<file path="src/design/psgVoicePkg.sv">
`default_nettype none

// ==================================================
// channel side constants of the wave-table fetch
// ==================================================

package psgVoicePkg;

	// eight wave-table channels share the one system bus port
	localparam int NumChannels = 8;

	// a channel index has to cover every channel number
	localparam int ChanIdxWidth = 3;

	// system memory is addressed in sample sized words
	localparam int AddrWidth = 16;

	// a block is at most 255 samples long, a length of 0 means no block
	localparam int LenWidth = 8;

	// one wave-table sample as it comes off the bus
	localparam int SampleWidth = 16;

endpackage

`default_nettype wire

</file>
<file path="src/design/psgBusPkg.sv">
`default_nettype none

// ==================================================
// system bus side definitions
// ==================================================

package psgBusPkg;

	// width of the AXI read response field
	localparam int RespWidth = 2;

	// AXI response codes in their bus encoding
	typedef enum logic [RespWidth-1:0] {
		OKAY   = 2'b00,
		EXOKAY = 2'b01,
		SLVERR = 2'b10,
		DECERR = 2'b11
	} axiResp;

	// read master states
	// Idle waits for a fresh grant, Addr holds the AR channel,
	// Data waits for the returned word
	typedef enum logic [1:0] {
		Idle = 2'd0,
		Addr = 2'd1,
		Data = 2'd2
	} readState;

endpackage

`default_nettype wire

</file>
<file path="src/design/psgWaveFetch.sv">
`timescale 1ns/1ps
`default_nettype none

// per-channel block bookkeeping
// each channel keeps the word address of its next sample and the number
// of samples it still has to fetch, and asks for the bus while that
// number is nonzero

module psgWaveFetch import psgVoicePkg::*; (
	input  logic                             clk,
	input  logic                             rst,
	// host command, accepted on every cycle with cmdValid high
	input  logic                             cmdValid,
	input  logic [ChanIdxWidth-1:0]          cmdChan,
	input  logic [AddrWidth-1:0]             cmdBase,
	input  logic [LenWidth-1:0]              cmdLen,
	// one finished bus read and the channel it belonged to
	input  logic                             rdDone,
	input  logic [ChanIdxWidth-1:0]          rdChan,
	output logic [NumChannels-1:0]           req,
	output logic [NumChannels*AddrWidth-1:0] fetchAddr,
	output logic [NumChannels-1:0]           chanBusy
);

	// ==================================================
	// channel state
	// ==================================================

	logic [AddrWidth-1:0] addrReg [NumChannels];
	logic [LenWidth-1:0]  remain  [NumChannels];

	// high for a channel whose final sample is being reported right now
	logic [NumChannels-1:0] lastStep;

	// the remaining count is control state and starts at zero, so every
	// channel comes out of reset inactive
	always_ff @(posedge clk) begin
		if (rst) begin
			for (int i = 0; i < NumChannels; i++) begin
				remain[i] <= '0;
			end
		end else begin
			for (int i = 0; i < NumChannels; i++) begin
				// a new command always wins, even over a read finishing
				// for the same channel in the same cycle
				if (cmdValid && cmdChan == ChanIdxWidth'(i)) begin
					remain[i] <= cmdLen;
				end else if (rdDone && rdChan == ChanIdxWidth'(i) && remain[i] != '0) begin
					remain[i] <= remain[i] - 1'b1;
				end
			end
		end
	end

	// word addresses follow the same rules as the count
	always_ff @(posedge clk) begin
		for (int i = 0; i < NumChannels; i++) begin
			if (cmdValid && cmdChan == ChanIdxWidth'(i)) begin
				addrReg[i] <= cmdBase;
			end else if (rdDone && rdChan == ChanIdxWidth'(i) && remain[i] != '0) begin
				addrReg[i] <= addrReg[i] + 1'b1;
			end
		end
	end

	// ==================================================
	// requests towards the arbiter
	// ==================================================

	// the read master is already idle in the cycle that reports a sample,
	// while the count only drops one cycle later
	// the request of a channel on its last sample is therefore dropped
	// early so the arbiter cannot hand it one read too many
	always_comb begin
		for (int i = 0; i < NumChannels; i++) begin
			lastStep[i] = rdDone && rdChan == ChanIdxWidth'(i) && remain[i] == LenWidth'(1);
			req[i]      = (remain[i] != '0) && !lastStep[i];
		end
	end

	// the host sees the same activity flags
	assign chanBusy = req;

	// flat address vector, channel 0 in the lowest bits
	always_comb begin
		for (int i = 0; i < NumChannels; i++) begin
			fetchAddr[i*AddrWidth +: AddrWidth] = addrReg[i];
		end
	end

endmodule

`default_nettype wire

</file>
<file path="src/design/psgBusArb.sv">
`timescale 1ns/1ps
`default_nettype none

// fixed priority bus arbiter for the wave-table channels
// channel 0 has the highest priority, and an owner is only replaced while
// the bus sits idle and the clock enable is high

module psgBusArb import psgVoicePkg::*; (
	input  logic                    clk,
	input  logic                    rst,
	// slow clock enable of the sound generator
	input  logic                    ce,
	// the read master has no transfer in progress
	input  logic                    busIdle,
	input  logic [NumChannels-1:0]  req,
	// one-hot owner, owner index and a pulse for every fresh grant
	output logic [NumChannels-1:0]  sel,
	output logic [ChanIdxWidth-1:0] seln,
	output logic                    grantNew
);

	// ==================================================
	// priority pick
	// ==================================================

	logic [ChanIdxWidth-1:0] pickIdx;
	logic [NumChannels-1:0]  pickSel;
	logic                    anyReq;
	logic                    decide;

	// walk from the top channel down so the lowest requester is left in
	// pickIdx and pickSel at the end of the loop
	always_comb begin
		pickIdx = '0;
		pickSel = '0;
		for (int i = NumChannels - 1; i >= 0; i--) begin
			if (req[i]) begin
				pickIdx = ChanIdxWidth'(i);
				pickSel = NumChannels'(1) << i;
			end
		end
	end

	assign anyReq = |req;

	// a grant that is still pulsing has not yet been taken up by the read
	// master, whose idle flag is one cycle behind it
	// deciding again in that cycle could move the owner away from the
	// channel the master is about to serve
	assign decide = ce && busIdle && !grantNew && anyReq;

	// ==================================================
	// owner registers
	// ==================================================

	always_ff @(posedge clk) begin
		if (rst) begin
			sel      <= '0;
			seln     <= '0;
			grantNew <= 1'b0;
		end else begin
			grantNew <= 1'b0;
			if (decide) begin
				sel      <= pickSel;
				seln     <= pickIdx;
				grantNew <= 1'b1;
			end
			// without a request the last owner stays in place and no
			// grant pulse is raised
		end
	end

endmodule

`default_nettype wire

</file>
<file path="src/design/psgReadMaster.sv">
`timescale 1ns/1ps
`default_nettype none

// AXI4-Lite read master
// every fresh grant turns into one single-beat read of the owner's
// current word, and the returned word leaves as a tagged sample

module psgReadMaster import psgVoicePkg::*, psgBusPkg::*; (
	input  logic                             clk,
	input  logic                             rst,
	// grant from the arbiter
	input  logic                             grantNew,
	input  logic [ChanIdxWidth-1:0]          seln,
	// next word address of every channel
	input  logic [NumChannels*AddrWidth-1:0] fetchAddr,
	output logic                             busIdle,
	// AR channel
	output logic                             axiArValid,
	input  logic                             axiArReady,
	output logic [AddrWidth-1:0]             axiAraddr,
	// R channel
	input  logic                             axiRValid,
	output logic                             axiRReady,
	input  logic [SampleWidth-1:0]           axiRData,
	input  logic [RespWidth-1:0]             axiRResp,
	// completion back to the channel bookkeeping
	output logic                             rdDone,
	output logic [ChanIdxWidth-1:0]          rdChan,
	// sample output, no back-pressure
	output logic                             sampleValid,
	output logic [ChanIdxWidth-1:0]          sampleChan,
	output logic [SampleWidth-1:0]           sampleData,
	output logic                             sampleErr
);

	// ==================================================
	// transfer FSM
	// ==================================================

	readState state;

	// channel the current transfer belongs to
	logic [ChanIdxWidth-1:0] ownerChan;

	// the response code in its named form
	axiResp respCode;
	logic   respBad;

	assign respCode = axiResp'(axiRResp);
	// slave and decode errors both mark the sample as bad
	assign respBad  = (respCode == SLVERR) || (respCode == DECERR);

	always_ff @(posedge clk) begin
		if (rst) begin
			state       <= Idle;
			sampleValid <= 1'b0;
		end else begin
			// the sample strobe lasts exactly one cycle
			sampleValid <= 1'b0;
			case (state)
				Idle: begin
					if (grantNew) begin
						state <= Addr;
					end
				end
				Addr: begin
					// address and valid stay put until the slave takes them
					if (axiArReady) begin
						state <= Data;
					end
				end
				Data: begin
					if (axiRValid) begin
						sampleValid <= 1'b1;
						state       <= Idle;
					end
				end
				default: begin
					state <= Idle;
				end
			endcase
		end
	end

	// owner index and address are latched once per grant
	always_ff @(posedge clk) begin
		if (state == Idle && grantNew) begin
			ownerChan <= seln;
			axiAraddr <= fetchAddr[seln*AddrWidth +: AddrWidth];
		end
	end

	// returned word and its tag are captured on the R handshake
	always_ff @(posedge clk) begin
		if (state == Data && axiRValid) begin
			sampleChan <= ownerChan;
			sampleData <= axiRData;
			sampleErr  <= respBad;
		end
	end

	// ==================================================
	// outputs decoded from the state
	// ==================================================

	assign busIdle    = (state == Idle);
	assign axiArValid = (state == Addr);
	// R is accepted on any cycle of the Data state
	assign axiRReady  = (state == Data);

	// the completion strobe and the sample strobe are the same event
	assign rdDone = sampleValid;
	assign rdChan = sampleChan;

endmodule

`default_nettype wire

</file>
<file path="src/design/psgArbTop.sv">
`timescale 1ns/1ps
`default_nettype none

// bus-fetch subsystem of the wave-table generator
// channel bookkeeping feeds the arbiter, the arbiter feeds the read
// master, and finished reads step the channels again

module psgArbTop import psgVoicePkg::*, psgBusPkg::*; (
	input  logic                    clk,
	input  logic                    rst,
	input  logic                    ce,
	// host command port
	input  logic                    cmdValid,
	input  logic [ChanIdxWidth-1:0] cmdChan,
	input  logic [AddrWidth-1:0]    cmdBase,
	input  logic [LenWidth-1:0]     cmdLen,
	// AXI4-Lite read towards system memory
	output logic                    axiArValid,
	input  logic                    axiArReady,
	output logic [AddrWidth-1:0]    axiAraddr,
	input  logic                    axiRValid,
	output logic                    axiRReady,
	input  logic [SampleWidth-1:0]  axiRData,
	input  logic [RespWidth-1:0]    axiRResp,
	// sample stream
	output logic                    sampleValid,
	output logic [ChanIdxWidth-1:0] sampleChan,
	output logic [SampleWidth-1:0]  sampleData,
	output logic                    sampleErr,
	// per channel activity for the host
	output logic [NumChannels-1:0]  chanBusy
);

	// ==================================================
	// internal nets
	// ==================================================

	logic [NumChannels-1:0]           req;
	logic [NumChannels*AddrWidth-1:0] fetchAddr;
	logic [NumChannels-1:0]           sel;
	logic [ChanIdxWidth-1:0]          seln;
	logic                             grantNew;
	logic                             busIdle;
	logic                             rdDone;
	logic [ChanIdxWidth-1:0]          rdChan;

	psgWaveFetch i_psgWaveFetch (
		.clk       (clk),
		.rst       (rst),
		.cmdValid  (cmdValid),
		.cmdChan   (cmdChan),
		.cmdBase   (cmdBase),
		.cmdLen    (cmdLen),
		.rdDone    (rdDone),
		.rdChan    (rdChan),
		.req       (req),
		.fetchAddr (fetchAddr),
		.chanBusy  (chanBusy)
	);

	// sel is the one-hot view of the owner, kept for bus monitoring
	psgBusArb i_psgBusArb (
		.clk      (clk),
		.rst      (rst),
		.ce       (ce),
		.busIdle  (busIdle),
		.req      (req),
		.sel      (sel),
		.seln     (seln),
		.grantNew (grantNew)
	);

	psgReadMaster i_psgReadMaster (
		.clk         (clk),
		.rst         (rst),
		.grantNew    (grantNew),
		.seln        (seln),
		.fetchAddr   (fetchAddr),
		.busIdle     (busIdle),
		.axiArValid  (axiArValid),
		.axiArReady  (axiArReady),
		.axiAraddr   (axiAraddr),
		.axiRValid   (axiRValid),
		.axiRReady   (axiRReady),
		.axiRData    (axiRData),
		.axiRResp    (axiRResp),
		.rdDone      (rdDone),
		.rdChan      (rdChan),
		.sampleValid (sampleValid),
		.sampleChan  (sampleChan),
		.sampleData  (sampleData),
		.sampleErr   (sampleErr)
	);

endmodule

`default_nettype wire

</file>
<file path="config.mk">
export PLATFORM = sky130hd
export DESIGN_NAME = psgArbTop
export DESIGN_NICKNAME = d
export VERILOG_FILES = /design/src/design/psgVoicePkg.sv /design/src/design/psgBusPkg.sv /design/src/design/psgWaveFetch.sv /design/src/design/psgBusArb.sv /design/src/design/psgReadMaster.sv /design/src/design/psgArbTop.sv
export SDC_FILE = /design/constraint.sdc
export NUM_CORES = 1
export LEC_CHECK = 0
export ABC_CLOCK_PERIOD_IN_PS = 4200
export BUFFER_PORTS_ARGS = -buffer_cell sky130_fd_sc_hd__buf_2
export CAP_MARGIN = 5
export CORE_ASPECT_RATIO = 2
export CORE_MARGIN = 5
export CORE_UTILIZATION = 55
export CTS_CLUSTER_DIAMETER = 60
export CTS_CLUSTER_SIZE = 16
export DETAILED_ROUTE_END_ITERATION = 12
export PLACE_DENSITY = 0.74
export SLEW_MARGIN = 20
export SYNTH_ARGS = -nofsm -noshare
export SYNTH_HDL_FRONTEND = slang
export SYNTH_SLANG_ARGS = --single-unit
</file>
<file path="constraint.sdc">
create_clock -name clk -period 4.2 [get_ports clk]
set_input_delay 0 -clock clk [delete_from_list [all_inputs] [get_ports clk]]
set_output_delay 0 -clock clk [all_outputs]
set_load 0.01 [all_outputs]
</file>
==> flow_summary.toml, run 1 <==
[outcome]
outcome = "finished, final reports clean"

[final_layout]
nFillCells = 2114
layout.cells.most_common = "edfxtp_1"
finalNetCount = 1506
design_area_sq_um = 15600
layout_common_cells = "edfxtp_1, nor2_1, a21oi_1, nand2_1, buf_2"
drive_above_1_share_pct = 15.0
flow.area_growth_from_synthesis_pct = 11.6
antenna_cells_inserted = 0
finish.utilization_pct = 62.2
final_cell_count_no_fill = 1773

[setup_path]
cp.required_ns = 4.20
timing.critical_path.fanout_max = 8
cp-start-kind = "register"
critPathArrivalTime_ns = 2.76
crit_path_end_kind = "output pin"
path_class = "reg -> out"
reg2reg_to = "i_psgWaveFetch.remain[6][1]"
r2r_setup_slack_ns = 1.50
r2r-start = "i_psgReadMaster.rdChan[1]"
r2r.worst_path.cells = 4

[die]
floorplan.die.width_um = 123
core_area_sq_um = 25000
floorplan.die.height_um = 235
dieArea_sq_um = 28900
rows = 82
ios = 98
initial_core_util_pct = 55.7

[sta]
final.setup.tns_ns = 0
final_worst_path_cycle_share_pct = 65.7
worstMarginPinSlew_ns = 1.09
rsz0062_at_grt = "no"
final-hold-violation-count = 0
achievable-frequency_mhz = 362
timing_max_transition_violations_final = 0
slew-limit-headroom_pct = 27.4
hold-worst-slack_ns = 0.00583
finalWorstPathRequiredPeriod_ns = 2.76
finalSetupViolCount = 0
post-route-worst-setup-slack_ns = 1.44
maximum_clock_skew_at_final_layout_ns = 0.0130

[yosys]
synth_seq_cells = 238
synthesis.instances = 1332
synth.net_count = 1413
synth_edf_count = 231
avgSynthCellArea_sq_um = 10.5
synth_ff_type = "edfxtp_1"
netlist_cell_types = 53
yosysSeqAreaShare_pct = 50.7
synth_async_reset_ratio_pct = 0
yosysWarnings = 0
synth.cell_area_sq_um = 14000

[global_route]
grt_pass1_wl_um = 56400
remaining_overflow_grt = 0
largest_net_degree_at_the_start_of_global_routing = 39
track_usage_pct = 25.3
first_global_vias = 10600
grt_antenna_before_repair = 1

[place]
port_buffers = 96
pre_cts_slack_ns = 1.46
dpl.cell_count = 1706
routabilityCongestion = 0.898
detailedPlacementHpwl_um = 26700
placement.cell_area_sq_um = 14700

[worst_hold_path]
hold_start = "cmdBase[6]"
worst_hold_path.num_cells = 3
hold_end = "i_psgWaveFetch.addrReg[1][38]"
worstHoldPathType = "in -> reg"

[clock_network]
clk_lat_worst_skew_ns = 0.51
path_clk_slew_ns = 0.07
clock_tree.htree_level_count = 1
cts_setup_buffers = 0
inserted_clock_buffers = 18
cts_tree = "built"
clock_tree.root_cell = "clkbuf_16"
cts_max_path_buffers = 3
clock-sinks = 238

[routing]
drt_pass1_iterations = 5
detail_route.wl_per_cell_um = 20.6
total_length_of_routed_wires_um = 36600
detailedRoute.firstIterationViolations = 694
via_count = 10500
route.detailed.drc = 0
post_drt_via_cell_ratio = 5.92
detail-route-antenna-nets = 0

[pwr]
worst_ir_drop_vdd_mv = 0.325
power_mw = 4.95
power_leakage_nw = 5.26
p_per_area_nw_per_um2 = 318

[job]
maxCapViolCount = 0
[power by group]
part | internal [mW] | total [mW] | switching, mW | leakage (nW)
clock | 0.865 | 1.70 | 0.832 | 0.256
sequential | 2.69 | 2.77 | 0.0837 | 2.23
combinational | 0.204 | 0.474 | 0.270 | 2.77
[worst max-delay path, cell delays in order, from the launching register on]
cell and delay (ns):
edfxtp_1 0.53, nor2_1 0.33, a31oi_1 0.14, nor4_1 0.86, inv_1 0.18, buf_2 0.20
[registers in the layout (all words and copies together), names as in the netlist, 2 cells and up]
name,flops
i_psgReadMaster.rdChan,3
i_psgWaveFetch.addrReg,128
i_psgReadMaster.axiAraddr,16
i_psgReadMaster.state,2
i_psgBusArb.seln,3
i_psgWaveFetch.remain,64
i_psgReadMaster.sampleData,16
i_psgReadMaster.ownerChan,3
[how the worst max path moves through the flow]
| stage | from | to | slack (ns) |
|---|---|---|---|
| floorplan | i_psgWaveFetch.remain[2][3] | i_psgWaveFetch.remain[2][0] | 1.15 |
| global placement | i_psgReadMaster.rdChan[1] | i_psgWaveFetch.remain[6][1] | 1.55 |
| detailed placement | i_psgReadMaster.rdChan[1] | i_psgWaveFetch.remain[6][7] | 1.46 |
| CTS | i_psgReadMaster.rdChan[0] | chanBusy[0] | 1.41 |
| global route | i_psgWaveFetch.remain[3][5] | i_psgWaveFetch.remain[3][7] | 1.23 |
| finish | i_psgReadMaster.rdChan[0] | chanBusy[0] | 1.44 |
[synth_stat cells (7+ instances only)]
master	number	area, sq um
nand2b_1	11	68.8
mux2i_1	8	80.1
xnor2_1	66	578
xor2_1	92	806
nand2_1	97	364
a22oi_1	10	75.1
ha_1	30	375
clkbuf_2	11	55.1
and3_1	11	68.8
clkbuf_1	47	176
mux2_2	23	259
nor2_1	213	800
a211oi_1	15	113
inv_1	33	124
or2_2	10	62.6
o21ai_0	24	120
dfxtp_1	7	140
nor4_1	7	43.8
a31oi_1	9	56.3
edfxtp_1	231	6940
nand3_1	62	310
nor3_1	58	290
nand4_1	15	93.8
a21oi_1	134	671
nor2b_1	8	50.1
and4_1	9	78.8
buf_2	14	70.1
or3_1	8	50.1
mux4_2	32	721
[what timing repair did]
item | in CTS | in global routing
hold endpoints to repair | 48 | 0
gates resized for setup | 0 | 0
hold buffers | 35 | 0
setup endpoints to repair | 0 | 0
[layer usage]
metal | GRT usage, % | vias up | routed length, um
met2 | 46.6 | 417 | 19400
met5 | 0 | - | 13
li1 | - | 4970 | -
met4 | 16.4 | 2 | 2790
met3 | 2.60 | 137 | 1720
met1 | 26.4 | 4965 | 12600
[cells by family (layout without fill, tap and decap cells)]
group           count (synthesis)  after routing  synth area share (%)
xor+xnor                      158            158                  9.92
mux                            63             63                  7.59
flops                         238            238                  50.7
simple gates                  528            528                  17.5
compound gates                205            205                  8.32
buf+inv                       110            215                  3.29
fa+ha+maj                      30             30                  2.69
[area by class of cell]
| cell class | count | area (sq um) | share of cell area (%) |
|---|---|---|---|
| Inverter | 33 | 124 | 0.795 |
| Timing Repair Buffer | 150 | 973 | 6.25 |
| Multi-Input combinational cell | 984 | 6440 | 41.4 |
| Tap cell | 336 | 420 | 2.70 |
| Sequential cell | 238 | 7080 | 45.5 |
| Clock buffer | 32 | 534 | 3.43 |
Power figures use the tool's default switching activity.
==> inputs of run 2 (changes only) <==
- ABC_AREA: unset -> 1
- ABC_CLOCK_PERIOD_IN_PS: 4200 -> 2310
- PLACE_DENSITY: 0.74 -> 0.76
- clock period: 4.2 -> 2.31 ns (I/O delays scaled with it)
==> run 2 against run 1 <==
Global-route usage up 0.85 points. Routed wire length up 9.9%. Clock skew up 0.018 ns. Utilization up 0.28 points. Total power up 86%. Area after synthesis up 5.8%. Highest routed layer is now met4. Sequential power up 81%. Synthesized cell count up 28%. Via count up 18%. Setup slack worse by 1.1 ns. Clock power up 83%. Critical endpoint is now i_psgWaveFetch.remain[7][3]. Register-to-register slack worse by 1.2 ns.
==> flow_summary.toml, run 2 <==
[yosys]
yosys.cell_count.top_type = "nand2_1"
netlist_cell_types = 53
synth_async_reset_ratio_pct = 0
synth_adder_area_share_pct = 2.54
synth.net_count = 1781
yosysSeqAreaShare_pct = 47.9
synth.mux.area_fraction_pct = 0
synth_seq_cells = 238
synth_ff_type = "edfxtp_1"
main_combinational_cell_family_by_area_after_synthesis = "simple AND/OR/NAND/NOR gates"
netlist_top_cells_count = "nand2_1, edfxtp_1, o21ai_0"
netlist.top_cell.by_area = "edfxtp_1"
synth_top_cells_by_area = "edfxtp_1, nand2_1, o21ai_0"
yosysWarnings = 0
synth_compound_gate_area_share_pct = 13.4
netlist.area_leader.share_pct = 47.0
synth-simple-area-share_pct = 22.0
synthesis.instances = 1700
synth-xor-area-share_pct = 6.99
avgSynthCellArea_sq_um = 8.68
synth_edf_count = 231
synth.cell_area_sq_um = 14800

[die]
core_area_sq_um = 26700
initial_core_util_pct = 55.3
rows = 85
floorplan.die.width_um = 126
ios = 98
dieArea_sq_um = 30400
floorplan.die.height_um = 242

[clock_network]
cts_tree = "built"
clock_tree.root_cell = "clkbuf_16"
clock_tree.htree_level_count = 1
post_cts_resize_count = 0
cts_max_path_buffers = 3
clock-sinks = 238
inserted_clock_buffers = 18
cts_setup_buffers = 0
clk_lat_worst_skew_ns = 0.53
path_clk_slew_ns = 0.08

[sta]
finalSetupViolCount = 0
slew-limit-headroom_pct = 63.5
post-route-worst-setup-slack_ns = 0.297
final-hold-violation-count = 0
worstMarginPinSlew_ns = 0.548
rsz0062_at_grt = "no"
achievable-frequency_mhz = 497
finalWorstPathRequiredPeriod_ns = 2.01
final.setup.tns_ns = 0
timing_max_transition_violations_final = 0
final_worst_path_cycle_share_pct = 87.2
maximum_clock_skew_at_final_layout_ns = 0.0313

[place]
routabilityCongestion = 0.928
placement.cell_area_sq_um = 15700
detailedPlacementHpwl_um = 29100
port_buffers = 96
pre_cts_slack_ns = 0.326

[routing]
total_length_of_routed_wires_um = 40200
detailedRoute.firstIterationViolations = 1330
post_drt_via_cell_ratio = 5.62
detail_route.wl_per_cell_um = 18.3
route.detailed.drc = 0
drt_pass1_iterations = 5
via_count = 12300
detail-route-antenna-nets = 0

[pwr]
p_per_area_nw_per_um2 = 551
power_leakage_nw = 6.64
worst_ir_drop_vdd_mv = 0.610
power_mw = 9.19

[setup_path]
cp.required_ns = 2.55
crit_path_end_kind = "register"
critPathArrivalTime_ns = 2.25
cp-start-kind = "register"
path_class = "reg -> reg"
timing.critical_path.fanout_max = 13

[final_layout]
flow.area_growth_from_synthesis_pct = 13.0
largest_reg_flops = 128
design_area_sq_um = 16700
antenna_cells_inserted = 0
largest_register = "i_psgWaveFetch.addrReg"
nFillCells = 2264
finalNetCount = 1918
drive_above_1_share_pct = 14.0
layout.cells.most_common = "nand2_1"
top_regs = "i_psgWaveFetch.addrReg: 128 flops, i_psgWaveFetch.remain: 64 flops"
finish.utilization_pct = 62.5
layout_common_cells = "nand2_1, edfxtp_1, o21ai_0, inv_1, nor2_1"

[worst_hold_path]
worstHoldPathType = "in -> reg"

[global_route]
grt_antenna_before_repair = 0
track_usage_pct = 26.1
largest_net_degree_at_the_start_of_global_routing = 77
grt_pass1_wl_um = 63100
first_global_vias = 11800
remaining_overflow_grt = 0

[job]
maxCapViolCount = 0

[outcome]
outcome = "finished, final reports clean"
[run 2: cells by family (layout without fill, tap and decap cells)]
logic type,Yosys count,after routing
and+or+nand+nor,683,683
AOI/OAI and AO/OA,367,367
buffers and inverters,265,414
DFF,238,238
xor gates and xnor gates,117,117
adders and majority gates,30,30
[run 2: final cells by class]
| class | count | area, sq um | share of cell area (%) |
|---|---|---|---|
| flip-flops and latches | 238 | 7080 | 42.4 |
| multi-input cells | 1197 | 6650 | 39.9 |
| repair buffers | 171 | 1190 | 7.13 |
| inverters | 211 | 792 | 4.75 |
| clock buffers | 32 | 534 | 3.20 |
| well taps | 348 | 435 | 2.61 |
[run 2: power by group]
part	internal [mW]	switching [mW]
Sequential	4.90	0.0989
Combinational	0.368	0.716
Clock	1.57	1.53
Total	6.84	2.35
[run 2: worst paths after layout]
| path | start | endpoint | slack [ns] | cells after the start |
|---|---|---|---|---|
| worst max-delay path | i_psgReadMaster.rdDone | i_psgWaveFetch.remain[7][3] | 0.30 | 7 |
| worst min register to register | i_psgReadMaster.ownerChan[0] | i_psgReadMaster.rdChan[0] | 0.44 | 0 |
| worst max register to register | i_psgReadMaster.rdDone | i_psgWaveFetch.remain[7][3] | 0.30 | 7 |
| worst min-delay path | cmdLen[7] | i_psgWaveFetch.remain[2][7] | 0.03 | 3 |
[run 2: metal layers]
metal / GRT usage [%] / wire length (um) / vias to the layer above
li1: - / - / 6037
met1: 35.5 / 15900 / 5702
met2: 42.6 / 19100 / 523
met3: 3.03 / 3350 / 86
met4: 10.8 / 1830 / 0
met5: 0 / 0 / -
[run 2: stage by stage]
stage / cells / hold slack [ns]
floorplan: 1700 / 0.0989
global placement: 2122 / 0.177
detailed placement: 2122 / 0.179
CTS: 2197 / 0.00639
global route: 2197 / 0.0205
finish: 2197 / 0.0287
[run 2: critical path: stages, from the launching register on]
cell     delay [ns]
dfxtp_1        0.40
nand2_1        0.13
nor2_1         0.24
nand2_1        0.17
nor2_4         0.26
inv_2          0.17
nor2_1         0.26
a31oi_1        0.13
[run 2: timing repair]
action                     4_1_cts  5_1_grt
hold endpoints to repair        80        0
hold buffers                    43        0
setup endpoints to repair        0        0
